==> config.mk <==
export PLATFORM = sky130hd
export DESIGN_NAME = aes_apb_regs
export DESIGN_NICKNAME = d
export VERILOG_FILES = /design/src/common/aes_pkg.sv /design/src/hdl/aes_apb_regs.sv
export SDC_FILE = /design/constraint.sdc
export NUM_CORES = 1
export LEC_CHECK = 0
export BUFFER_PORTS_ARGS = -buffer_cell sky130_fd_sc_hd__buf_2
export CORE_AREA = 5 5 176 178
export DETAILED_ROUTE_END_ITERATION = 10
export DIE_AREA = 0 0 181 183
export GPL_TIMING_DRIVEN = 0
export HOLD_SLACK_MARGIN = 0.12
export PLACE_DENSITY = 0.77
export SKIP_LAST_GASP = 1
export SLEW_MARGIN = 40
export SYNTH_ARGS = -nofsm -noshare
export SYNTH_HDL_FRONTEND = slang
export SYNTH_SLANG_ARGS = --single-unit
==> constraint.sdc <==
create_clock -name clock_clk -period 4.7 [get_ports clock_clk]
set_clock_uncertainty 0.05 [all_clocks]
set_input_delay 0.94 -clock clock_clk [delete_from_list [all_inputs] [get_ports clock_clk]]
set_output_delay 0.94 -clock clock_clk [all_outputs]
set_load 0.02 [all_outputs]
==> src/common/aes_pkg.sv <==
/*
 * shared definitions for the AES-128 APB coprocessor
 * - widths and block types, APB and core request/response structs
 * - register byte offsets, round count, round constant and S-box constants
 * - ShiftRows, xtime and MixColumns helper functions
 */
package aes_pkg;

	typedef logic [7:0]   byte_t;
	typedef logic [31:0]  word_t;
	// byte 0 sits in bits 127:120, column-major as in FIPS-197
	typedef logic [127:0] block_t;
	typedef logic [5:0]   apb_addr_t;

	typedef struct packed {
		logic      psel;
		logic      penable;
		logic      pwrite;
		apb_addr_t paddr;
		word_t     pwdata;
	} apb_req_t;

	typedef struct packed {
		logic   start;
		block_t key;
		block_t ptext;
	} aes_req_t;

	typedef struct packed {
		logic   busy;
		logic   done;
		block_t state;
	} aes_rsp_t;

	typedef enum logic {idle, run} round_state_e;

	localparam int unsigned num_rounds = 10;
	localparam byte_t rcon_init = 8'h01;

	// composite field constants for the S-box
	localparam logic [3:0] gf4_lambda = 4'he;
	localparam byte_t sbox_affine = 8'h63;

	// register map, word 0 of each group is the most significant word
	localparam apb_addr_t addr_key0 = 6'h00;
	localparam apb_addr_t addr_key1 = 6'h04;
	localparam apb_addr_t addr_key2 = 6'h08;
	localparam apb_addr_t addr_key3 = 6'h0c;
	localparam apb_addr_t addr_ptext0 = 6'h10;
	localparam apb_addr_t addr_ptext1 = 6'h14;
	localparam apb_addr_t addr_ptext2 = 6'h18;
	localparam apb_addr_t addr_ptext3 = 6'h1c;
	localparam apb_addr_t addr_ctrl = 6'h20;
	localparam apb_addr_t addr_status = 6'h24;
	localparam apb_addr_t addr_ctext0 = 6'h28;
	localparam apb_addr_t addr_ctext1 = 6'h2c;
	localparam apb_addr_t addr_ctext2 = 6'h30;
	localparam apb_addr_t addr_ctext3 = 6'h34;

	// multiply by x in GF(2^8) modulo x^8+x^4+x^3+x+1
	function automatic byte_t xtime(byte_t b);
		return {b[6:0], 1'b0} ^ (b[7] ? 8'h1b : 8'h00);
	endfunction

	// row r rotates left by r columns
	function automatic block_t shift_rows(block_t s);
		block_t r;
		for (int c = 0; c < 4; c++) begin
			for (int w = 0; w < 4; w++) begin
				r[127 - 8*(4*c + w) -: 8] = s[127 - 8*(4*((c + w) % 4) + w) -: 8];
			end
		end
		return r;
	endfunction

	function automatic block_t mix_columns(block_t s);
		block_t r;
		byte_t  a [4];
		byte_t  t;
		for (int c = 0; c < 4; c++) begin
			for (int i = 0; i < 4; i++) begin
				a[i] = s[127 - 8*(4*c + i) -: 8];
			end
			t = a[0] ^ a[1] ^ a[2] ^ a[3];
			// b_i = a_i ^ t ^ 2*(a_i ^ a_i+1) gives the 2-3-1-1 circulant
			for (int i = 0; i < 4; i++) begin
				r[127 - 8*(4*c + i) -: 8] = a[i] ^ t ^ xtime(a[i] ^ a[(i + 1) % 4]);
			end
		end
		return r;
	endfunction

endpackage
==> src/hdl/aes_apb_regs.sv <==
/*
 * APB register file of the AES coprocessor
 * - key and plaintext words, written and read back over APB
 * - start pulse from a ctrl write, status and ciphertext read-back
 */
`timescale 1ns/1ns

module aes_apb_regs
	import aes_pkg::*;
(
	input  logic     clock_clk,
	input  logic     reset_i,
	input  apb_req_t apb_req_i,
	output word_t    prdata_o,
	output logic     pready_o,
	output aes_req_t aes_req_o,
	input  aes_rsp_t aes_rsp_i
);

	block_t key_q;
	block_t ptext_q;
	block_t ctext;
	logic   wr_en;

	// transfer completes in the access phase, no wait states
	assign wr_en = apb_req_i.psel & apb_req_i.penable & apb_req_i.pwrite;
	assign pready_o = 1'b1;

	always_ff @(posedge clock_clk) begin
		if (reset_i) begin
			key_q <= '0;
			ptext_q <= '0;
		end else if (wr_en) begin
			case (apb_req_i.paddr)
				addr_key0: key_q[127:96] <= apb_req_i.pwdata;
				addr_key1: key_q[95:64] <= apb_req_i.pwdata;
				addr_key2: key_q[63:32] <= apb_req_i.pwdata;
				addr_key3: key_q[31:0] <= apb_req_i.pwdata;
				addr_ptext0: ptext_q[127:96] <= apb_req_i.pwdata;
				addr_ptext1: ptext_q[95:64] <= apb_req_i.pwdata;
				addr_ptext2: ptext_q[63:32] <= apb_req_i.pwdata;
				addr_ptext3: ptext_q[31:0] <= apb_req_i.pwdata;
				default: ;
			endcase
		end
	end

	// ctrl is write-only, start lasts for the one access cycle
	assign aes_req_o.start = wr_en && (apb_req_i.paddr == addr_ctrl) && apb_req_i.pwdata[0];
	assign aes_req_o.key = key_q;
	assign aes_req_o.ptext = ptext_q;

	// hide intermediate round state until the result is complete
	assign ctext = aes_rsp_i.done ? aes_rsp_i.state : '0;

	always_comb begin
		prdata_o = '0;
		case (apb_req_i.paddr)
			addr_key0: prdata_o = key_q[127:96];
			addr_key1: prdata_o = key_q[95:64];
			addr_key2: prdata_o = key_q[63:32];
			addr_key3: prdata_o = key_q[31:0];
			addr_ptext0: prdata_o = ptext_q[127:96];
			addr_ptext1: prdata_o = ptext_q[95:64];
			addr_ptext2: prdata_o = ptext_q[63:32];
			addr_ptext3: prdata_o = ptext_q[31:0];
			addr_status: prdata_o = {30'd0, aes_rsp_i.done, aes_rsp_i.busy};
			addr_ctext0: prdata_o = ctext[127:96];
			addr_ctext1: prdata_o = ctext[95:64];
			addr_ctext2: prdata_o = ctext[63:32];
			addr_ctext3: prdata_o = ctext[31:0];
			default: prdata_o = '0;
		endcase
	end

endmodule

==> results.py <==
metrics = {
    "outcome": {
        "status": "complete, no violations",
    },
    "clock_network": {
        "post_cts_buffers": 0,
        "path_clk_slew_ns": 0.06,
        "root_buffer": "clkbuf_16",
        "cts_buffers": 27,
        "h-tree-depth": 1,
        "clk-insertion-delay-late_ns": 0.53,
        "clk_path_buf_depth": 3,
        "cts_tree": "yes",
        "cts_sinks": 256,
        "hold_buffers": 0,
    },
    "die": {
        "dieHeight_um": 183,
        "die_area_um2": 33100,
        "coreArea_um2": 29200,
        "io_pins": 463,
        "die_w_um": 181,
        "start_util_pct": 41.9,
        "std_cell_rows": 63,
    },
    "placed_design": {
        "placed_area_um2": 14900,
        "dpl.hpwl_um": 48000,
        "place.gp.congestion": 0.945,
        "portBuffers": 426,
    },
    "critical_path": {
        "critical_path_required_ns": 3.71,
        "critPathLaunchType": "input port",
        "crit_chain": "buf_2 -> nand4bb_1 -> nor3b_1 -> clkbuf_2 -> clkbuf_2 -> a22oi_1 -> nand2_1 -> buf_2",
        "cp-end-kind": "output pin",
        "critPathKind": "in -> out",
        "crit_fanout": 10,
        "cp.arrival_ns": 3.42,
        "cp.buffers_inverters": 4,
        "critPathMaxStageDelay_ns": 0.56,
        "crit_family": "buffers and inverters",
        "slowest_stage": "clkbuf_2",
    },
    "finish": {
        "drive_gt1_share_pct": 33.2,
        "syn_to_final_growth_pct": 28.7,
        "utilization_pct": 53.9,
        "regArea_um2": 5120,
        "fillers": 2839,
        "design_area_um2": 15800,
        "multi_input_area_um2": 6340,
        "final_nets": 2172,
    },
    "pwr": {
        "p_leak_nw": 6.66,
        "power_density_nw_per_um2": 293,
        "ir_drop_mv": 0.207,
        "p_total_mw": 4.63,
    },
    "yosys": {
        "synthAdderAreaFrac_pct": 0,
        "ys_warn_count": 0,
        "synth_edf_count": 0,
        "synth_xor_area_share_pct": 0,
        "ys.flop_type": "dfxtp_1",
        "async_reset_ff_share_pct": 0,
        "yosysMostFrequentCell": "nand2_1",
        "syn_nets": 1714,
        "netlist_top_cells_count": "nand2_1 (534), a21oi_1 (261), dfxtp_1 (256)",
        "yosys.cell_types.count": 41,
        "synthMuxAreaShare_pct": 13.7,
        "synth_area_per_cell_um2": 7.95,
        "syn-cell-area_um2": 12300,
        "synth_top_cell_area_share_pct": 41.8,
        "ys_seq_area_share_pct": 41.8,
        "synth_area_leaders": "dfxtp_1 (42%), nand2_1 (16%), a21oi_1 (11%), mux2_2 (4.9%), mux4_2 (4.8%)",
        "synth_largest_area_cell": "dfxtp_1",
        "synth-compound-area-share_pct": 16.4,
        "synthSimpleGateAreaFrac_pct": 21.5,
        "synth_top_family_by_area": "simple AND/OR/NAND/NOR gates",
        "synth_cells": 1541,
        "ys_seq_elements": 256,
    },
    "timing": {
        "fmax_ghz": 0.227,
        "finalCritPeriodShare_pct": 93.9,
        "relSlewSlack_pct": 39.6,
        "finalSetupViolations": 0,
        "fin_hold_ws_ns": 0.418,
        "grt_setup_unrepaired": "false",
        "setup-tns-final_ns": 0,
        "period_minus_slack_ns": 4.41,
        "hold_viol": 0,
        "tightest_slew_ns": 0.906,
        "slew_violations": 0,
    },
    "drt": {
        "totalWireLength_um": 66000,
        "viasPerCell": 6.02,
        "dr.pass1.iters": 6,
        "avgRoutedWirePerCell_um": 27.4,
        "drtAntennaViolNets": 0,
        "drc_errors": 0,
        "drtIter0Drc": 1659,
        "vias": 14500,
    },
    "global_route": {
        "grt_start_max_net_pins": 14,
        "gr-usage-all-layers_pct": 37.3,
        "gr-total-overflow": 0,
        "grt_first_pass_wirelength_um": 92100,
        "antenna_found_initial": 3,
        "grt_pass1_vias": 13700,
    },
    "job": {
        "cap_viol_max_count": 0,
    },
    "worst_hold_path": {
        "hold_path_class": "reg -> reg",
    },
}
==> layout make-up <==
type	instances	share of cell area (%)
antenna	2	0.0317
sequential	256	32.5
timing repair buffer	429	13.7
clock buffer	42	4.96
clock inverter	5	0.230
tap	390	3.09
multi-input combinational	1121	40.2
buffer	159	5.20
inverter	5	0.119
==> power by group <==
group          total [mW]  switching [mW]  internal [mW]
Combinational       0.408           0.274          0.134
Sequential           2.17         0.00254           2.17
Clock                2.05           0.908           1.14
==> placed cells by master, fill, tap and decap left out, drive strengths merged, types with 2 or more instances in the layout <==
cell | synthesis | routed
nand2 | 534 | 534
buf | 89 | 518
a21oi | 261 | 261
dfxtp | 256 | 256
clkbuf | 70 | 112
mux2 | 53 | 53
mux2i | 50 | 50
a22oi | 47 | 47
nor3 | 47 | 47
nand3 | 27 | 27
mux4 | 26 | 26
a221oi | 12 | 12
a211oi | 12 | 12
o2bb2ai | 10 | 10
or3 | 5 | 5
inv | 5 | 5
nor2 | 5 | 5
nor2b | 4 | 4
nand2b | 3 | 3
nand3b | 3 | 3
clkinvlp | 0 | 3
diode | 0 | 2
o22ai | 2 | 2
nor4 | 2 | 2
o311ai | 2 | 2
nor3b | 2 | 2
o211ai | 2 | 2
clkinv | 0 | 2
==> sequential cells by signal, indices dropped and copies added, names as in the netlist <==
register and count:
key_q 128, ptext_q 128
==> worst reg2reg max path, delay by kind of cell (launching register included) <==
kind / cells / cell delay, ns
flops: 1 / 0.45
compound gates: 1 / 0.18
simple gates: 1 / 0.09
==> cell families after synthesis <==
| kind of cell | count (synthesis) |
|---|---|
| compound gates | 350 |
| buf+inv | 164 |
| flops | 256 |
| mux | 129 |
| other cells | 1 |
| simple gates | 641 |
==> per-layer routing <==
metal	part of all wire [%]	wire length, um	up-vias	global-route usage, %
met5	0.018	12	-	0
met4	7.1	4680	2	21.3
met3	14	8930	271	12.2
met2	44	29300	1248	59.8
met1	35	23000	6801	44.3
li1	-	-	6186	-
==> metrics by stage <==
| stage | worst slack [ns] | std cells |
|---|---|---|
| after floorplan | 0.869 | 1541 |
| after global placement | -0.484 | 2357 |
| after detailed placement | 0.122 | 2360 |
| after CTS | 0.117 | 2407 |
| after global routing | 0.218 | 2408 |
| final | 0.288 | 2409 |
==> final timing paths <==
check                                   start      endpoint  slack, ns  cells after the start
worst max register to register      key_q[26]     key_q[26]       3.86                      2
worst max-delay path            apb_req_i[32]  prdata_o[19]       0.29                      8
worst min register to register      key_q[47]     key_q[47]       0.42                      2
worst min-delay path                key_q[47]     key_q[47]       0.42                      2
==> what timing repair did <==
item,in CTS,in global routing
setup endpoints to repair,0,2
gates resized for setup,0,2
hold endpoints to repair,0,0
Note: power is estimated with default switching activity, not from simulation.
