File: src/common/aes_pkg.sv
/*
 * shared definitions for the AES-128 APB coprocessor
 * - widths and block types, APB and core request/response structs
 * - register byte offsets, round count, round constant and S-box constants
 * - ShiftRows, xtime and MixColumns helper functions
 */
package aes_pkg;

	typedef logic [7:0]   byte_t;
	typedef logic [31:0]  word_t;
	// byte 0 sits in bits 127:120, column-major as in FIPS-197
	typedef logic [127:0] block_t;
	typedef logic [5:0]   apb_addr_t;

	typedef struct packed {
		logic      psel;
		logic      penable;
		logic      pwrite;
		apb_addr_t paddr;
		word_t     pwdata;
	} apb_req_t;

	typedef struct packed {
		logic   start;
		block_t key;
		block_t ptext;
	} aes_req_t;

	typedef struct packed {
		logic   busy;
		logic   done;
		block_t state;
	} aes_rsp_t;

	typedef enum logic {idle, run} round_state_e;

	localparam int unsigned num_rounds = 10;
	localparam byte_t rcon_init = 8'h01;

	// composite field constants for the S-box
	localparam logic [3:0] gf4_lambda = 4'he;
	localparam byte_t sbox_affine = 8'h63;

	// register map, word 0 of each group is the most significant word
	localparam apb_addr_t addr_key0 = 6'h00;
	localparam apb_addr_t addr_key1 = 6'h04;
	localparam apb_addr_t addr_key2 = 6'h08;
	localparam apb_addr_t addr_key3 = 6'h0c;
	localparam apb_addr_t addr_ptext0 = 6'h10;
	localparam apb_addr_t addr_ptext1 = 6'h14;
	localparam apb_addr_t addr_ptext2 = 6'h18;
	localparam apb_addr_t addr_ptext3 = 6'h1c;
	localparam apb_addr_t addr_ctrl = 6'h20;
	localparam apb_addr_t addr_status = 6'h24;
	localparam apb_addr_t addr_ctext0 = 6'h28;
	localparam apb_addr_t addr_ctext1 = 6'h2c;
	localparam apb_addr_t addr_ctext2 = 6'h30;
	localparam apb_addr_t addr_ctext3 = 6'h34;

	// multiply by x in GF(2^8) modulo x^8+x^4+x^3+x+1
	function automatic byte_t xtime(byte_t b);
		return {b[6:0], 1'b0} ^ (b[7] ? 8'h1b : 8'h00);
	endfunction

	// row r rotates left by r columns
	function automatic block_t shift_rows(block_t s);
		block_t r;
		for (int c = 0; c < 4; c++) begin
			for (int w = 0; w < 4; w++) begin
				r[127 - 8*(4*c + w) -: 8] = s[127 - 8*(4*((c + w) % 4) + w) -: 8];
			end
		end
		return r;
	endfunction

	function automatic block_t mix_columns(block_t s);
		block_t r;
		byte_t  a [4];
		byte_t  t;
		for (int c = 0; c < 4; c++) begin
			for (int i = 0; i < 4; i++) begin
				a[i] = s[127 - 8*(4*c + i) -: 8];
			end
			t = a[0] ^ a[1] ^ a[2] ^ a[3];
			// b_i = a_i ^ t ^ 2*(a_i ^ a_i+1) gives the 2-3-1-1 circulant
			for (int i = 0; i < 4; i++) begin
				r[127 - 8*(4*c + i) -: 8] = a[i] ^ t ^ xtime(a[i] ^ a[(i + 1) % 4]);
			end
		end
		return r;
	endfunction

endpackage
File: src/aes_core/aes_core.sv
/*
 * iterative AES-128 cipher core
 * - idle/run FSM, round counter and round constant
 * - state and round key registers, one round per clock
 */
`timescale 1ns/1ns

module aes_core
	import aes_pkg::*;
(
	input  logic     clock_clk,
	input  logic     reset_i,
	input  aes_req_t req_i,
	output aes_rsp_t rsp_o
);

	round_state_e state_q;
	block_t       data_q;
	block_t       key_q;
	block_t       round_key;
	block_t       round_out;
	byte_t        rcon_q;
	logic [3:0]   round_q;
	logic         done_q;
	logic         last_round;

	assign last_round = (round_q == 4'(num_rounds));

	// next round key is ready in the same cycle as the round it feeds
	aes_key_step aes_key_step_i (
		.key_i  (key_q),
		.rcon_i (rcon_q),
		.key_o  (round_key)
	);

	aes_round aes_round_i (
		.state_i     (data_q),
		.round_key_i (round_key),
		.last_i      (last_round),
		.state_o     (round_out)
	);

	always_ff @(posedge clock_clk) begin
		if (reset_i) begin
			state_q <= idle;
			data_q <= '0;
			key_q <= '0;
			rcon_q <= rcon_init;
			round_q <= '0;
			done_q <= 1'b0;
		end else begin
			case (state_q)
				idle: begin
					if (req_i.start) begin
						// whitening AddRoundKey happens on the load
						data_q <= req_i.ptext ^ req_i.key;
						key_q <= req_i.key;
						rcon_q <= rcon_init;
						round_q <= 4'd1;
						done_q <= 1'b0;
						state_q <= run;
					end
				end
				run: begin
					data_q <= round_out;
					key_q <= round_key;
					rcon_q <= xtime(rcon_q);
					round_q <= round_q + 4'd1;
					if (last_round) begin
						done_q <= 1'b1;
						state_q <= idle;
					end
				end
				default: state_q <= idle;
			endcase
		end
	end

	assign rsp_o.busy = (state_q == run);
	assign rsp_o.done = done_q;
	assign rsp_o.state = data_q;

endmodule

File: src/aes_core/aes_round.sv
/*
 * one AES cipher round
 * - SubBytes over 16 composite-field S-boxes
 * - ShiftRows, MixColumns skipped in the final round, AddRoundKey
 */
`timescale 1ns/1ns

module aes_round
	import aes_pkg::*;
(
	input  block_t state_i,
	input  block_t round_key_i,
	input  logic   last_i,
	output block_t state_o
);

	block_t sub_bytes;
	block_t shifted;
	block_t mixed;

	for (genvar i = 0; i < 16; i++) begin : g_sbox
		aes_sbox aes_sbox_i (
			.in_i  (state_i[127 - 8*i -: 8]),
			.out_o (sub_bytes[127 - 8*i -: 8])
		);
	end

	assign shifted = shift_rows(sub_bytes);

	// final round has no MixColumns
	assign mixed = last_i ? shifted : mix_columns(shifted);

	assign state_o = mixed ^ round_key_i;

endmodule

File: src/aes_core/aes_key_step.sv
/*
 * one AES-128 key expansion step
 * - RotWord and SubWord of the last word, round constant
 * - XOR chain through the four words
 */
`timescale 1ns/1ns

module aes_key_step
	import aes_pkg::*;
(
	input  block_t key_i,
	input  byte_t  rcon_i,
	output block_t key_o
);

	word_t rot_word;
	word_t sub_word;
	word_t w0;
	word_t w1;
	word_t w2;
	word_t w3;

	// rotate the last word left by one byte
	assign rot_word = {key_i[23:0], key_i[31:24]};

	for (genvar i = 0; i < 4; i++) begin : g_sbox
		aes_sbox aes_sbox_i (
			.in_i  (rot_word[31 - 8*i -: 8]),
			.out_o (sub_word[31 - 8*i -: 8])
		);
	end

	assign w0 = key_i[127:96] ^ sub_word ^ {rcon_i, 24'd0};
	assign w1 = key_i[95:64] ^ w0;
	assign w2 = key_i[63:32] ^ w1;
	assign w3 = key_i[31:0] ^ w2;

	assign key_o = {w0, w1, w2, w3};

endmodule

File: src/aes_core/aes_sbox.sv
/*
 * AES S-box for one byte in composite-field logic
 * - map GF(2^8) to GF((2^4)^2), invert there, map back
 * - affine transform with constant 0x63
 */
`timescale 1ns/1ns

module aes_sbox
	import aes_pkg::*;
(
	input  byte_t in_i,
	output byte_t out_o
);

	logic [3:0] hi;
	logic [3:0] lo;
	logic [3:0] hi_sq;
	logic [3:0] lo_sq;
	logic [3:0] delta;
	logic [3:0] d2;
	logic [3:0] d4;
	logic [3:0] d8;
	logic [3:0] d_inv;
	logic [3:0] out_hi;
	logic [3:0] out_lo;
	byte_t      inv;

	// GF(2^4) product modulo x^4+x+1
	function automatic logic [3:0] gf4_mul(logic [3:0] x, logic [3:0] y);
		logic [3:0] p;
		logic [3:0] t;
		p = 4'd0;
		t = x;
		for (int i = 0; i < 4; i++) begin
			if (y[i]) begin
				p = p ^ t;
			end
			t = {t[2:0], 1'b0} ^ (t[3] ? 4'b0011 : 4'b0000);
		end
		return p;
	endfunction

	// isomorphic mapping, byte becomes hi*x + lo
	assign lo[0] = in_i[0] ^ in_i[4] ^ in_i[5] ^ in_i[6];
	assign lo[1] = in_i[1] ^ in_i[2];
	assign lo[2] = in_i[1] ^ in_i[7];
	assign lo[3] = in_i[2] ^ in_i[4];
	assign hi[0] = in_i[4] ^ in_i[5] ^ in_i[6];
	assign hi[1] = in_i[1] ^ in_i[4] ^ in_i[6] ^ in_i[7];
	assign hi[2] = in_i[2] ^ in_i[3] ^ in_i[5] ^ in_i[7];
	assign hi[3] = in_i[5] ^ in_i[7];

	assign hi_sq = gf4_mul(hi, hi);
	assign lo_sq = gf4_mul(lo, lo);

	// norm of the element, lambda*hi^2 + hi*lo + lo^2
	assign delta = gf4_mul(hi_sq, gf4_lambda) ^ gf4_mul(hi, lo) ^ lo_sq;

	// inverse in GF(2^4) as delta^14, zero stays zero
	assign d2 = gf4_mul(delta, delta);
	assign d4 = gf4_mul(d2, d2);
	assign d8 = gf4_mul(d4, d4);
	assign d_inv = gf4_mul(gf4_mul(d2, d4), d8);

	assign out_hi = gf4_mul(hi, d_inv);
	assign out_lo = gf4_mul(hi ^ lo, d_inv);

	// inverse mapping back to GF(2^8)
	assign inv[0] = out_lo[0] ^ out_hi[0];
	assign inv[1] = out_hi[0] ^ out_hi[1] ^ out_hi[3];
	assign inv[2] = out_hi[0] ^ out_hi[1] ^ out_hi[3] ^ out_lo[1];
	assign inv[3] = out_hi[0] ^ out_hi[1] ^ out_hi[2] ^ out_lo[1];
	assign inv[4] = out_hi[0] ^ out_hi[1] ^ out_hi[3] ^ out_lo[1] ^ out_lo[3];
	assign inv[5] = out_hi[0] ^ out_hi[1] ^ out_lo[2];
	assign inv[6] = out_hi[0] ^ out_hi[3] ^ out_lo[1] ^ out_lo[2] ^ out_lo[3];
	assign inv[7] = out_hi[0] ^ out_hi[1] ^ out_hi[3] ^ out_lo[2];

	// affine transform, each bit folds in the four bits above it cyclically
	always_comb begin
		for (int i = 0; i < 8; i++) begin
			out_o[i] = inv[i] ^ inv[(i + 4) % 8] ^ inv[(i + 5) % 8] ^ inv[(i + 6) % 8]
				^ inv[(i + 7) % 8] ^ sbox_affine[i];
		end
	end

endmodule

File: config.mk
export PLATFORM = sky130hd
export DESIGN_NAME = aes_core
export DESIGN_NICKNAME = d
export VERILOG_FILES = /design/src/common/aes_pkg.sv /design/src/aes_core/aes_core.sv /design/src/aes_core/aes_round.sv /design/src/aes_core/aes_key_step.sv /design/src/aes_core/aes_sbox.sv
export SDC_FILE = /design/constraint.sdc
export NUM_CORES = 2
export LEC_CHECK = 0
export ABC_AREA = 0
export BUFFER_PORTS_ARGS = -buffer_cell sky130_fd_sc_hd__buf_2
export CAP_MARGIN = 10
export CORE_UTILIZATION = 35
export CTS_CLUSTER_DIAMETER = 80
export DETAILED_ROUTE_END_ITERATION = 8
export SETUP_SLACK_MARGIN = 0.1
export SYNTH_ARGS = -nofsm -noshare
export SYNTH_HDL_FRONTEND = slang
export SYNTH_SLANG_ARGS = --single-unit
File: constraint.sdc
create_clock -name clock_clk -period 17.4 [get_ports clock_clk]
set_clock_uncertainty 0.2 [all_clocks]
set_input_delay 3.48 -clock clock_clk [delete_from_list [all_inputs] [get_ports clock_clk]]
set_output_delay 3.48 -clock clock_clk [all_outputs]
set_load 0.1 [all_outputs]
==> impl_metrics.ini <==
[run_status]
status = complete, no violations

[yosys]
ys_seq_elements = 270
syn-cell-area_um2 = 62600
synth_cells = 8238
synth_area_per_cell_um2 = 7.60
synth_flop_cell = dfxtp_1
synth_seq_area_share = 0.0863
yosys.cell_types.count = 135
synth_edf_count = 0
ys_warn_count = 0
synthArstFlopShare = 0
synth_fp_nets = 8539

[critical_path]
r2r_start = key_q[23]$_SDFFE_PP0P_
reg2reg_depth = 25
cp_top_family = XOR/XNOR gates
ff2ff_setup_slack_ps = 7060
critPathMostFrequentCell = xor2_1
timing.critical_path.arrival_ps = 10580
cp.required_ps = 17630
cp_slowest_cell = dfxtp_1
crit_type = reg -> reg
worstSetupEndpointType = flop
max_stage_delay_ps = 930
critPathBufInv = 3
r2r_end = data_q[25]$_SDFFE_PP0P_
setup.worst_path.start_class = flop
path_max_fanout = 21

[global_route]
grt_max_degree = 200
overflow = 0
grt_pass1_wl_um = 379000
grt_pass1_vias = 57300
grt.total_usage = 0.272
antenna_found_initial = 10

[timing]
relSlewSlack = 0.163
fin_crit_sh = 0.595
drv_slew = 0
period_minus_slack_ps = 10340
worst_pin_slew_ps = 1250
setup_violations = 0
tns_ps = 0
hold_viol_final = 0
rsz0062_at_grt = no
max_freq_ghz = 0.0967

[job]
maxCapViolations = 0

[clock_network]
holdBufCountCts = 0
cts_buffers = 36
cts_resized = 0
cts_tree = done
clk_pin_slew_worst_paths_ps = 60
insertion_delay_ps = 590
cts_setup_buffers = 0
h-tree-depth = 2
clkSinkCount = 270
max-clock-path-buffers = 3
cts_root_buffer = clkbuf_16

[routing]
vias = 62900
dr.pass1.iters = 8
vias_per_cell = 5.97
drcViolationCount = 0
wl_per_cell_um = 24.6
drtAntennaViolNets = 0
routed_wl_um = 259000
drtIter0Drc = 6203

[placed_design]
hpwlAfterDp_um = 204000
io_buffers = 388
gp_congestion = 1.04

[floorplan]
initial_core_util = 0.354
fp.dieH_um = 425
row_count = 154
fp.dieW_um = 425
io_pins = 389
core_um2 = 177000
die-area_um2 = 181000

[min_path]
min-delay-path-class = reg -> reg
hold_depth = 2
hp-start = done_q$_SDFFE_PP0P_
min_to = done_q$_SDFFE_PP0P_

[final_layout]
layout-drive-gt1-share = 0.116
syn_to_final_growth_pct = 7.02
nNetsFinal = 8463
layout_commonest_cell = xnor2_1
layout_common_cells = xnor2_1, nand2_1, nor2_1, xor2_1, o21ai_0
how the worst max path moves through the flow:
stage                             from                       to  slack (ps)  depth (start not counted)
2_1_floorplan  data_q[12]$_SDFFE_PP0P_  data_q[85]$_SDFFE_PP0P_        8790                         30
3_3_place_gp    key_q[23]$_SDFFE_PP0P_  data_q[25]$_SDFFE_PP0P_        7220                         25
3_5_place_dp   data_q[12]$_SDFFE_PP0P_  data_q[78]$_SDFFE_PP0P_        7340                         26
4_1_cts         key_q[23]$_SDFFE_PP0P_  data_q[25]$_SDFFE_PP0P_        7260                         25
5_1_grt        data_q[13]$_SDFFE_PP0P_  data_q[78]$_SDFFE_PP0P_        6320                         26
6_report        key_q[23]$_SDFFE_PP0P_  data_q[25]$_SDFFE_PP0P_        7060                         25
state kept, by name (all words and copies together), names as in the netlist:
name / flops
done_q: 1
state_q: 1
round_q: 4
data_q: 128
rcon_q: 8
key_q: 128
Yosys cell counts (172+ instances only):
cell      instances  area, um^2
a211oi_1        312        2340
a21oi_1         394        1970
buf_2           197         986
clkbuf_1        337        1260
dfxtp_1         270        5410
nand2_1         651        2440
nand3_1         219        1100
nor2_1          599        2250
nor2b_1         172        1080
nor3_1          226        1130
o21ai_0         406        2030
xnor2_1        1340       11700
xor2_1          493        4320
routing by layer:
metal / vias up / track usage / part of all wire
li1: 29500 / - / -
met1: 30600 / 0.340 / 0.41
met2: 2286 / 0.433 / 0.45
met3: 530 / 0.0302 / 0.055
met4: 6 / 0.202 / 0.087
met5: - / 0 / 0.00018
layout make-up:
| type | count | area, um^2 |
|---|---|---|
| fillers | 18400 | 110000 |
| multi-input cells | 7193 | 53900 |
| flip-flops and latches | 270 | 5410 |
| well taps | 2340 | 2930 |
| repair buffers | 506 | 2860 |
| clock buffers | 51 | 1060 |
| inverters | 155 | 583 |
| clock inverters | 14 | 250 |
| diodes | 3 | 7.51 |
cells by family after synthesis:
logic type,Yosys count,share of synthesized area
AND/OR/NAND/NOR,2537,0.202
AO/OA/AOI/OAI,2230,0.247
XOR/XNOR,2178,0.368
buffers and inverters,775,0.0530
flip-flops,270,0.0863
multiplexers,191,0.0334
adder cells (fa/ha/maj),57,0.0108
worst min-delay path, stage by stage, from the launching register on:
cell      delay (ps)
dfxtp_1          350
nand2b_1          80
a21oi_1           60
metrics by stage:
step           hold slack (ps)  instances  setup WS [ps]  cell area (um^2)  utilization
4_1_cts                    329      10500           7260             67000        0.379
3_5_place_dp               315      10500           7340             65700        0.371
3_3_place_gp               316      10500           7220             65700        0.371
2_1_floorplan              251       8238           8790             62600            -
6_report                   333      10500           7060             67000        0.379
5_1_grt                    365      10500           6320             67000        0.379
Power is left out: the tool's default activity adds up to more than one toggle a clock period on the data nets, which glitch-free logic cannot reach.
